### src/verilog/lsu_op_pkg.sv
`default_nettype none

// core-side view of the load/store unit
package lsu_op_pkg;

    // encoding follows funct3, bit 3 marks a store
    typedef enum logic [3:0] {
        LSU_LB  = 4'h0,
        LSU_LH  = 4'h1,
        LSU_LW  = 4'h2,
        LSU_LBU = 4'h4,
        LSU_LHU = 4'h5,
        LSU_SB  = 4'h8,
        LSU_SH  = 4'h9,
        LSU_SW  = 4'ha
    } lsu_op_e;

    // one memory instruction from the core
    typedef struct packed {
        lsu_op_e     op;
        // effective byte address
        logic [31:0] addr;
        // store data, low bits used for sb/sh
        logic [31:0] wdata;
    } lsu_req_t;

    // one response per request
    typedef struct packed {
        // extended load data, zero for stores and errors
        logic [31:0] ldata;
        // misaligned access, memory untouched
        logic        err;
    } lsu_rsp_t;

    // stores write memory, everything else reads
    function automatic logic is_store(input lsu_op_e op);
        return op inside {LSU_SB, LSU_SH, LSU_SW};
    endfunction

    // legal load encodings only
    function automatic logic is_load(input lsu_op_e op);
        return op inside {LSU_LB, LSU_LBU, LSU_LH, LSU_LHU, LSU_LW};
    endfunction

endpackage

`default_nettype wire

### src/verilog/mem_bus_pkg.sv
`default_nettype none

// memory-side view, between the controller and the sram
package mem_bus_pkg;

    // one access per valid cycle, no ready
    typedef struct packed {
        // byte address with the low two bits cleared
        logic [31:0] addr;
        // data already moved into its byte lanes
        logic [31:0] wdata;
        // one bit per byte lane
        logic [3:0]  strb;
        // write enable, reads otherwise
        logic        we;
    } mem_req_t;

    // returned one cycle after the request
    typedef struct packed {
        // old word on writes
        logic [31:0] rdata;
    } mem_rsp_t;

    // same 32-bit word seen as lanes of different size
    typedef union packed {
        // bytes[0] is bits 7:0
        logic [3:0][7:0]  bytes;
        // halves[1] is bits 31:16
        logic [1:0][15:0] halves;
        // whole word
        logic [31:0]      word;
    } mem_word_u;

endpackage

`default_nettype wire

### src/verilog/lsu_store_align.sv
`default_nettype none

// moves store data into its byte lanes and builds the strobe
module lsu_store_align (
    input  lsu_op_pkg::lsu_op_e op,
    input  logic [1:0]          byte_off,
    input  logic [31:0]         wdata,
    output logic [31:0]         lane_data,
    output logic [3:0]          strb
);

    always_comb begin
        case (op)
            lsu_op_pkg::LSU_SB: begin
                // byte copied to every lane, strobe picks one
                lane_data = {4{wdata[7:0]}};
                strb      = 4'b0001 << byte_off;
            end
            lsu_op_pkg::LSU_SH: begin
                // halfword copied to both halves
                lane_data = {2{wdata[15:0]}};
                // only offset bit 1 matters once aligned
                strb      = byte_off[1] ? 4'b1100 : 4'b0011;
            end
            lsu_op_pkg::LSU_SW: begin
                lane_data = wdata;
                strb      = 4'b1111;
            end
            default: begin
                // loads write nothing
                lane_data = 32'h0;
                strb      = 4'b0000;
            end
        endcase
    end

endmodule

`default_nettype wire

### src/verilog/lsu_load_extract.sv
`default_nettype none

// picks the addressed lanes out of the read word and extends them
module lsu_load_extract (
    input  lsu_op_pkg::lsu_op_e    op,
    input  logic [1:0]             byte_off,
    input  mem_bus_pkg::mem_word_u rword,
    // result is taken by the controller this cycle
    input  logic                   use_en,
    output logic [31:0]            ldata
);

    // selected byte and halfword
    logic [7:0]  sel_b;
    logic [15:0] sel_h;

    // byte view indexed by full offset
    assign sel_b = rword.bytes[byte_off];
    // halfword view indexed by offset bit 1
    assign sel_h = rword.halves[byte_off[1]];

    always_comb begin
        case (op)
            lsu_op_pkg::LSU_LB: begin
                ldata = {{24{sel_b[7]}}, sel_b};
            end
            lsu_op_pkg::LSU_LBU: begin
                ldata = {24'h0, sel_b};
            end
            lsu_op_pkg::LSU_LH: begin
                ldata = {{16{sel_h[15]}}, sel_h};
            end
            lsu_op_pkg::LSU_LHU: begin
                ldata = {16'h0, sel_h};
            end
            lsu_op_pkg::LSU_LW: begin
                ldata = rword.word;
            end
            default: begin
                // stores and illegal codes give zero
                ldata = 32'h0;
            end
        endcase
    end

    // the controller only consumes data for legal loads
    // use_en is a registered pulse, op is held well before it
    a_use_is_load: assert property (
        @(posedge use_en) lsu_op_pkg::is_load(op)
    ) else $error("load data used for non-load op %0h", op);

endmodule

`default_nettype wire

### src/verilog/lsu_ctrl.sv
`default_nettype none

// request handshake, alignment check, memory issue and held response
module lsu_ctrl (
    input  logic                  clk,
    input  logic                  rst_n,
    // core request channel
    input  logic                  req_valid,
    output logic                  req_ready,
    input  lsu_op_pkg::lsu_req_t  req,
    // core response channel
    output logic                  rsp_valid,
    input  logic                  rsp_ready,
    output lsu_op_pkg::lsu_rsp_t  rsp,
    // sram side
    output logic                  mem_req_valid,
    output mem_bus_pkg::mem_req_t mem_req,
    input  logic                  mem_rsp_valid,
    input  mem_bus_pkg::mem_rsp_t mem_rsp
);

    typedef enum logic [1:0] {
        ST_IDLE,
        ST_MEM,
        ST_RSP
    } state_e;

    state_e                 state;
    // accepted request, held until the response leaves
    lsu_op_pkg::lsu_req_t   req_q;
    // sram word registered before extraction
    mem_bus_pkg::mem_word_u rword_q;
    logic                   rword_vld;
    logic                   misalign;
    logic                   req_fire;
    logic                   rsp_fire;
    logic                   ld_use;
    logic [31:0]            lane_data;
    logic [3:0]             strb;
    logic [31:0]            ldata;

    // natural alignment on the incoming request
    always_comb begin
        case (req.op)
            lsu_op_pkg::LSU_LH,
            lsu_op_pkg::LSU_LHU,
            lsu_op_pkg::LSU_SH: misalign = req.addr[0];
            lsu_op_pkg::LSU_LW,
            lsu_op_pkg::LSU_SW: misalign = |req.addr[1:0];
            default:            misalign = 1'b0;
        endcase
    end

    // one request in flight at a time
    assign req_ready = (state == ST_IDLE);
    assign req_fire  = req_valid && req_ready;
    assign rsp_fire  = rsp_valid && rsp_ready;

    lsu_store_align u_store_align (
        .op        (req_q.op),
        .byte_off  (req_q.addr[1:0]),
        .wdata     (req_q.wdata),
        .lane_data (lane_data),
        .strb      (strb)
    );

    // word address, lanes and strobe all from the held request
    assign mem_req = '{
        addr:  {req_q.addr[31:2], 2'b00},
        wdata: lane_data,
        strb:  strb,
        we:    lsu_op_pkg::is_store(req_q.op)
    };

    // extractor result taken only for loads
    assign ld_use = rword_vld && !lsu_op_pkg::is_store(req_q.op);

    lsu_load_extract u_load_extract (
        .op       (req_q.op),
        .byte_off (req_q.addr[1:0]),
        .rword    (rword_q),
        .use_en   (ld_use),
        .ldata    (ldata)
    );

    // control state
    always_ff @(posedge clk or negedge rst_n) begin
        if (!rst_n) begin
            state         <= ST_IDLE;
            mem_req_valid <= 1'b0;
            rword_vld     <= 1'b0;
            rsp_valid     <= 1'b0;
        end else begin
            // single-cycle pulses
            mem_req_valid <= 1'b0;
            rword_vld     <= 1'b0;
            case (state)
                ST_IDLE: begin
                    if (req_fire) begin
                        if (misalign) begin
                            // error goes straight out, sram never sees it
                            state     <= ST_RSP;
                            rsp_valid <= 1'b1;
                        end else begin
                            state         <= ST_MEM;
                            mem_req_valid <= 1'b1;
                        end
                    end
                end
                ST_MEM: begin
                    if (mem_rsp_valid) begin
                        rword_vld <= 1'b1;
                    end
                    if (rword_vld) begin
                        state     <= ST_RSP;
                        rsp_valid <= 1'b1;
                    end
                end
                ST_RSP: begin
                    if (rsp_fire) begin
                        state     <= ST_IDLE;
                        rsp_valid <= 1'b0;
                    end
                end
                default: begin
                    state <= ST_IDLE;
                end
            endcase
        end
    end

    // payload registers
    always_ff @(posedge clk) begin
        if (req_fire) begin
            req_q <= req;
            if (misalign) begin
                rsp <= '{ldata: 32'h0, err: 1'b1};
            end
        end
        if (mem_rsp_valid) begin
            rword_q <= mem_rsp.rdata;
        end
        // stores answer with zero data
        if (state == ST_MEM && rword_vld) begin
            rsp <= '{ldata: ld_use ? ldata : 32'h0, err: 1'b0};
        end
    end

    // request side stays closed while a response waits
    a_ready_vs_rsp: assert property (
        @(posedge clk) disable iff (!rst_n) !(req_ready && rsp_valid)
    ) else $error("req_ready and rsp_valid high together");

    // sram answers only the access this unit issued
    a_mem_rsp_state: assert property (
        @(posedge clk) disable iff (!rst_n) mem_rsp_valid |-> state == ST_MEM
    ) else $error("mem_rsp_valid outside memory state");

    // held response under back-pressure
    a_rsp_stable: assert property (
        @(posedge clk) disable iff (!rst_n)
        rsp_valid && !rsp_ready |=> rsp_valid && $stable(rsp)
    ) else $error("response changed while waiting for rsp_ready");

endmodule

`default_nettype wire

### config.mk
export PLATFORM = sky130hd
export DESIGN_NAME = lsu_ctrl
export DESIGN_NICKNAME = d
export VERILOG_FILES = /design/src/verilog/lsu_op_pkg.sv /design/src/verilog/mem_bus_pkg.sv /design/src/verilog/lsu_store_align.sv /design/src/verilog/lsu_load_extract.sv /design/src/verilog/lsu_ctrl.sv
export SDC_FILE = /design/constraint.sdc
export NUM_CORES = 1
export LEC_CHECK = 0
export BUFFER_PORTS_ARGS = -buffer_cell sky130_fd_sc_hd__clkbuf_2
export CORE_MARGIN = 8
export CORE_UTILIZATION = 54
export DETAILED_ROUTE_END_ITERATION = 8
export PLACE_DENSITY = 0.87
export SKIP_LAST_GASP = 1
export SLEW_MARGIN = 40
export SYNTH_ARGS = -nofsm -noshare
export SYNTH_HDL_FRONTEND = slang
export SYNTH_HIERARCHICAL = 1
export SYNTH_SLANG_ARGS = --single-unit
### constraint.sdc
create_clock -name clk -period 9.1 [get_ports clk]
set_input_delay 1.82 -clock clk [delete_from_list [all_inputs] [get_ports clk]]
set_output_delay 1.82 -clock clk [all_outputs]
set_load 0.02 [all_outputs]
==> results of run 1 <==
-- metal layers --
metal	global-route usage (%)	vias up	wire length, µm
met4	8.25	0	313
li1	-	1914	-
met3	8.98	22	1410
met5	0	-	0
met1	21.5	1963	5600
met2	33.8	182	7670
-- worst paths after layout --
| check | startpoint | end | cells past startpoint |
|---|---|---|---|
| min | rsp[0]$_SDFFE_PP0P_ | rsp[0]$_SDFFE_PP0P_ | 2 |
| min in group asynchronous | rst_n | state[0]$_DFFE_PN0P_ | 1 |
| max in group asynchronous | rst_n | rword_vld$_DFF_PN0_ | 1 |
| max reg2reg | req_q[67]$_DFFE_PP_ | rsp[10]$_DFFE_PP_ | 4 |
| max | req_q[67]$_DFFE_PP_ | mem_req[12] | 4 |
| min reg2reg | rsp[0]$_SDFFE_PP0P_ | rsp[0]$_SDFFE_PP0P_ | 2 |
-- power by group --
part | leakage [µW] | switching [µW] | internal, µW
registers | 0.00135 | 67.1 | 841
logic | 0.00151 | 320 | 150
clock network | 0.000269 | 281 | 348
total | 0.00313 | 668 | 1340
-- worst reg2reg max path: stages, from the launching register on --
cell and delay (ps):
edfxtp_1 690, or3_1 720, nor3b_4 440, a221o_1 180, and2_1 140
-- through the flow --
step	util, %	hold WS (ps)	worst slack, ps	total power, µW
6_report	68.4	498	4680	2010
5_1_grt	68.4	536	4500	2090
4_1_cts	68.3	494	4660	2020
3_5_place_dp	63.3	477	5250	1390
3_3_place_gp	63.3	456	5360	1370
2_1_floorplan	-	539	4070	1270
-- placed cells by master (no fill, tap or decap), types with 12 or more instances in the layout --
cell         n
a21oi_1     28
nor2_1      16
clkbuf_2   206
clkbuf_16   16
o21ai_0     14
o21ai_1     20
nand2_1     20
nor2b_1     13
inv_1       12
and2_1      33
edfxtp_1   132
-- state kept, by name, indices dropped and copies added (netlist names) --
register       cells
mem_req_valid      1
rsp_valid          1
mem_req           30
state              2
rword_vld          1
rsp               33
rword_q           32
req_q             38
-- area by class of cell --
type / count / share of cell area, %
clock buffers: 18 / 5.61
clock inverters: 14 / 1.76
inverters: 13 / 0.655
multi-input cells: 226 / 20.1
flip-flops and latches: 138 / 55.2
well taps: 140 / 2.35
repair buffers: 211 / 14.3
==> key figures, run 1 <==
Run status
  • Status: completed

GRT
  • First-pass GRT wire length: 22300 µm
  • Total grt overflow: 0
  • Gr usage total: 20.0%
  • Initial antenna violation count: 0
  • Vias in the first global route: 4140
  • Largest net degree at the start of global routing: 61

Clocking
  • CTS tree: built
  • Clock buffer depth: 2
  • CTS resizes: 0
  • Hold buffers post-CTS: 0
  • CTS Sinks: 138
  • # Post-CTS Setup Buffers: 0
  • Worst skew pair latency: 530 ps
  • CTS clock-pin slew for the worst setup and hold paths: 60 ps
  • Root Driver: clkbuf_8
  • CTS Buf Count: 17
  • Htree depth: 4

Critical path
  • Critical path class: reg2out
  • Critical path, cell by cell: nand2b_1, a21oi_2, and2_2, clkbuf_2
  • R2R setup slack: 6790 ps
  • Crit path capture type: output port
  • Slowest stage delay, CP: 820 ps
  • Crit path max-delay family: flip-flops
  • Maximum fanout along the worst path: 17
  • WP buf/inv: 1
  • Worst EP arrival: 2600 ps
  • CP required: 7280 ps
  • Startpoint type of the worst setup path: register
  • Slowest CP cell: edfxtp_1

Die
  • Die area: 0.0148 mm²
  • Chip Width: 122 µm
  • Starting Density: 55.6%
  • Core Area: 0.0109 mm²
  • Row count: 38
  • I/O pin cnt: 210
  • Die Ht: 122 µm

Timing
  • Setup repair after global routing missed its margin: no
  • Total negative setup slack: 0 ps
  • # setup viols final: 0
  • Tcrit/Tclk final: 48.6%
  • Pins Over Slew Limit: 0
  • Minimum clock period: 4420 ps
  • Relative slew margins: 48.8%
  • Final setup skew: 8.06 ps
  • Slew @ Worst Pin: 767 ps
  • Fmax: 226 MHz
  • Fin. Hold Viols: 0

Placement
  • RePlAce Congestion: 0.871
  • Dpl cell area: 0.00689 mm²
  • Final HPWL DP: 11600 µm
  • Port Buf Inserts: 207
  • Cells after DPL: 727

Layout
  • Multi-input gate area: 0.00150 mm²
  • Reg area: 0.00411 mm²
  • Diode count: 0
  • P&R area growth vs syn: 23.0%
  • Fill count: 781
  • Finished Layout Cells: 760
  • Final nets: 712
  • Finished layout cell area: 0.00744 mm²
  • Fraction of layout cells with a size suffix above 1: 43.9%

Synthesis
  • Cell area after synthesis: 0.00605 mm²
  • Cell count after synthesis: 429
  • Avg Inst Size Synth: 14.1 µm²
  • Synthesis Warnings: 6

Power
  • Worst VDD drop: 220 µV
  • Leak Pwr: 0.00313 µW
  • Pwr Density: 270 mW/mm²

Detailed routing
  • Wire per inst: 19.7 µm
  • # DRC: 0
  • Post-route antenna net violation count: 0
  • DRT iter0 DRCs: 393
  • Vias post-DR: 4081
  • Vias per cell: 5.37
  • Post-Route WL: 15000 µm
  • Number of iterations in the first detailed-routing pass: 5

Run
  • Max-cap violations: 0

Hold path
  • Min-delay worst type: reg2reg
(Power assumes the default switching activity.)
==> inputs of run 2 (changes only) <==
--- a/config.mk
+++ b/config.mk
@@ -7,9 +7,9 @@
 export LEC_CHECK = 0
 export BUFFER_PORTS_ARGS = -buffer_cell sky130_fd_sc_hd__clkbuf_2
 export CORE_MARGIN = 8
-export CORE_UTILIZATION = 54
+export CORE_UTILIZATION = 45
 export DETAILED_ROUTE_END_ITERATION = 8
-export PLACE_DENSITY = 0.87
+export PLACE_DENSITY = 0.78
 export SKIP_LAST_GASP = 1
 export SLEW_MARGIN = 40
 export SYNTH_ARGS = -nofsm -noshare
==> constraint.sdc (replaced) <==
create_clock -name clk -period 3.8 [get_ports clk]
set_input_delay 0.76 -clock clk [delete_from_list [all_inputs] [get_ports clk]]
set_output_delay 0.76 -clock clk [all_outputs]
set_load 0.02 [all_outputs]
==> key figures, run 2 (same netlist as run 1, synthesis figures left out) <==
Run status
  • Status: completed

Clocking
  • CTS Sinks: 138 (unchanged)
  • CTS tree: built
  • # Post-CTS Setup Buffers: 0 (unchanged)
  • Htree depth: 4 (unchanged)
  • Root Driver: clkbuf_16
  • Hold buffers post-CTS: 0 (unchanged)
  • Worst skew pair latency: 400 ps (-130 ps)
  • Clock buffer depth: 2 (unchanged)
  • CTS Buf Count: 17 (unchanged)
  • CTS resizes: 0 (unchanged)
  • CTS clock-pin slew for the worst setup and hold paths: 60 ps (about the same)

Critical path
  • R2R Path End: rsp[10]$_DFFE_PP_
  • R2R setup slack: 1520 ps (-5270 ps)
  • CP required: 3040 ps (-4240 ps)
  • Startpoint type of the worst setup path: register
  • Crit Reg-Reg Startpoint: req_q[67]$_DFFE_PP_
  • Crit path capture type: output port
  • Worst EP arrival: 2410 ps (-190 ps)
  • Maximum fanout along the worst path: 17 (unchanged)
  • Critical path class: reg2out
  • R2R depth: 4 (unchanged)
  • Slowest CP cell: edfxtp_1
  • Slowest stage delay, CP: 810 ps (about the same)
  • Critical path, cell by cell: nand2b_1, a21oi_2, and2_2, clkbuf_2

Timing
  • Worst setup margin: 632 ps (-4050 ps)
  • Pins Over Slew Limit: 0 (unchanged)
  • Minimum clock period: 3170 ps
  • Fin. Hold Viols: 0 (unchanged)
  • Total negative setup slack: 0 ps (unchanged)
  • Tcrit/Tclk final: 83.4%
  • Relative slew margins: 45.5% (-3.3 points)
  • Worst hold slack: 164 ps (-334 ps)
  • Slew @ Worst Pin: 817 ps (+50.0 ps)
  • # setup viols final: 0 (unchanged)
  • Final setup skew: 7.89 ps (-0.172 ps)
  • Fmax: 316 MHz
  • Setup repair after global routing missed its margin: no

Layout
  • Fill count: 1061 (+36%)
  • Most frequent cells in the layout: clkbuf_2 (207), edfxtp_1 (132), and2_1 (33)
  • P&R area growth vs syn: 24.4%
  • Final nets: 712 (unchanged)
  • Fraction of layout cells with a size suffix above 1: 43.9% (unchanged)
  • Largest regs: req_q: 38 flops, rsp: 33 flops, rword_q: 32 flops
  • Diode count: 0 (unchanged)
  • Most common cell after layout, fill and taps aside: clkbuf_2
  • Top reg by flops: req_q
  • Largest register FFs: 38 (unchanged)

Detailed routing
  • Number of iterations in the first detailed-routing pass: 4 (-1)
  • # DRC: 0 (unchanged)
  • Post-route antenna net violation count: 0 (unchanged)
  • Wire per inst: 18.8 µm (-4.5%)
  • Vias per cell: 5.06 (-5.7%)
  • Post-Route WL: 15000 µm (about the same)
  • Vias post-DR: 4030 (-1.2%)
  • DRT iter0 DRCs: 355 (-9.7%)

GRT
  • First-pass GRT wire length: 23100 µm (+3.7%)
  • Total grt overflow: 0 (unchanged)
  • Gr usage total: 16.9% (-3.2 points)
  • Largest net degree at the start of global routing: 58 (-4.9%)
  • Initial antenna violation count: 0 (unchanged)
  • Vias in the first global route: 4302 (+3.9%)

Power
  • Worst VDD drop: 406 µV (+85%)
  • Pwr Density: 650 mW/mm² (+140%)
  • Tot Pwr: 4900 µW (+140%)
  • Leak Pwr: 0.00315 µW (+0.63%)

Run
  • Max-cap violations: 0 (unchanged)

Placement
  • Final HPWL DP: 11400 µm (-1.9%)
  • Placement Setup Slack: 1080 ps (-4160 ps)
  • RePlAce Congestion: 0.872 (+0.13%)
  • Port Buf Inserts: 207 (unchanged)

Die
  • Starting Density: 45.9% (-9.7 points)
  • Chip Width: 132 µm (+8.3%)
  • Die Ht: 132 µm (+8.3%)
  • Core Area: 0.0132 mm² (+21%)
  • Die area: 0.0174 mm² (+17%)
  • I/O pin cnt: 210 (unchanged)
  • Row count: 42 (+11%)

Hold path
  • Min-delay worst type: in2async
-- run 2: cell type report --
class / instances / area (µm²) / area share, %
flip-flops and latches: 138 / 4110 / 54.6
well taps: 176 / 220 / 2.93
multi-input cells: 226 / 1500 / 19.9
repair buffers: 211 / 1080 / 14.3
clock buffers: 17 / 425 / 5.65
clock inverters: 15 / 149 / 1.98
inverters: 13 / 48.8 / 0.648
-- run 2: worst max path at each step --
stage,startpoint,endpoint,slack (ps),cells after the start
after floorplan,req[64],rsp[10]$_DFFE_PP_,700,3
after global placement,req_q[67]$_DFFE_PP_,mem_req[10],1180,4
after detailed placement,req_q[67]$_DFFE_PP_,mem_req[3],1080,4
after CTS,req_q[67]$_DFFE_PP_,mem_req[3],630,4
after global routing,req_q[67]$_DFFE_PP_,mem_req[1],500,4
final,req_q[67]$_DFFE_PP_,mem_req[10],630,4
-- run 2: per-stage QoR --
step / cells / util, % / instance area [µm²]
after global routing: 796 / 57.1 / 7530
after detailed placement: 763 / 52.7 / 6950
after global placement: 763 / 52.7 / 6950
final: 796 / 57.1 / 7530
after CTS: 795 / 57.0 / 7520
after floorplan: 430 / - / 6050
-- run 2: report_power, final --
group          internal [µW]  switching [µW]
combinational            370             752
sequential              2010             174
clock                    966             622
-- run 2: per-layer routing --
layer / routed length [µm] / part of all wire (%) / vias up / GRT usage (%)
met5: 0 / 0 / - / 0
met4: 457 / 3.0 / 0 / 7.85
met3: 1330 / 8.8 / 29 / 6.86
met2: 7480 / 50 / 189 / 28.2
met1: 5730 / 38 / 1905 / 18.4
li1: - / - / 1907 / -
-- run 2: critical path, delay by kind of cell, from the launching register on --
family / cells / cell delay [ps]
flops: 1 / 810
simple gates: 2 / 600
compound gates: 1 / 420
buf+inv: 1 / 170
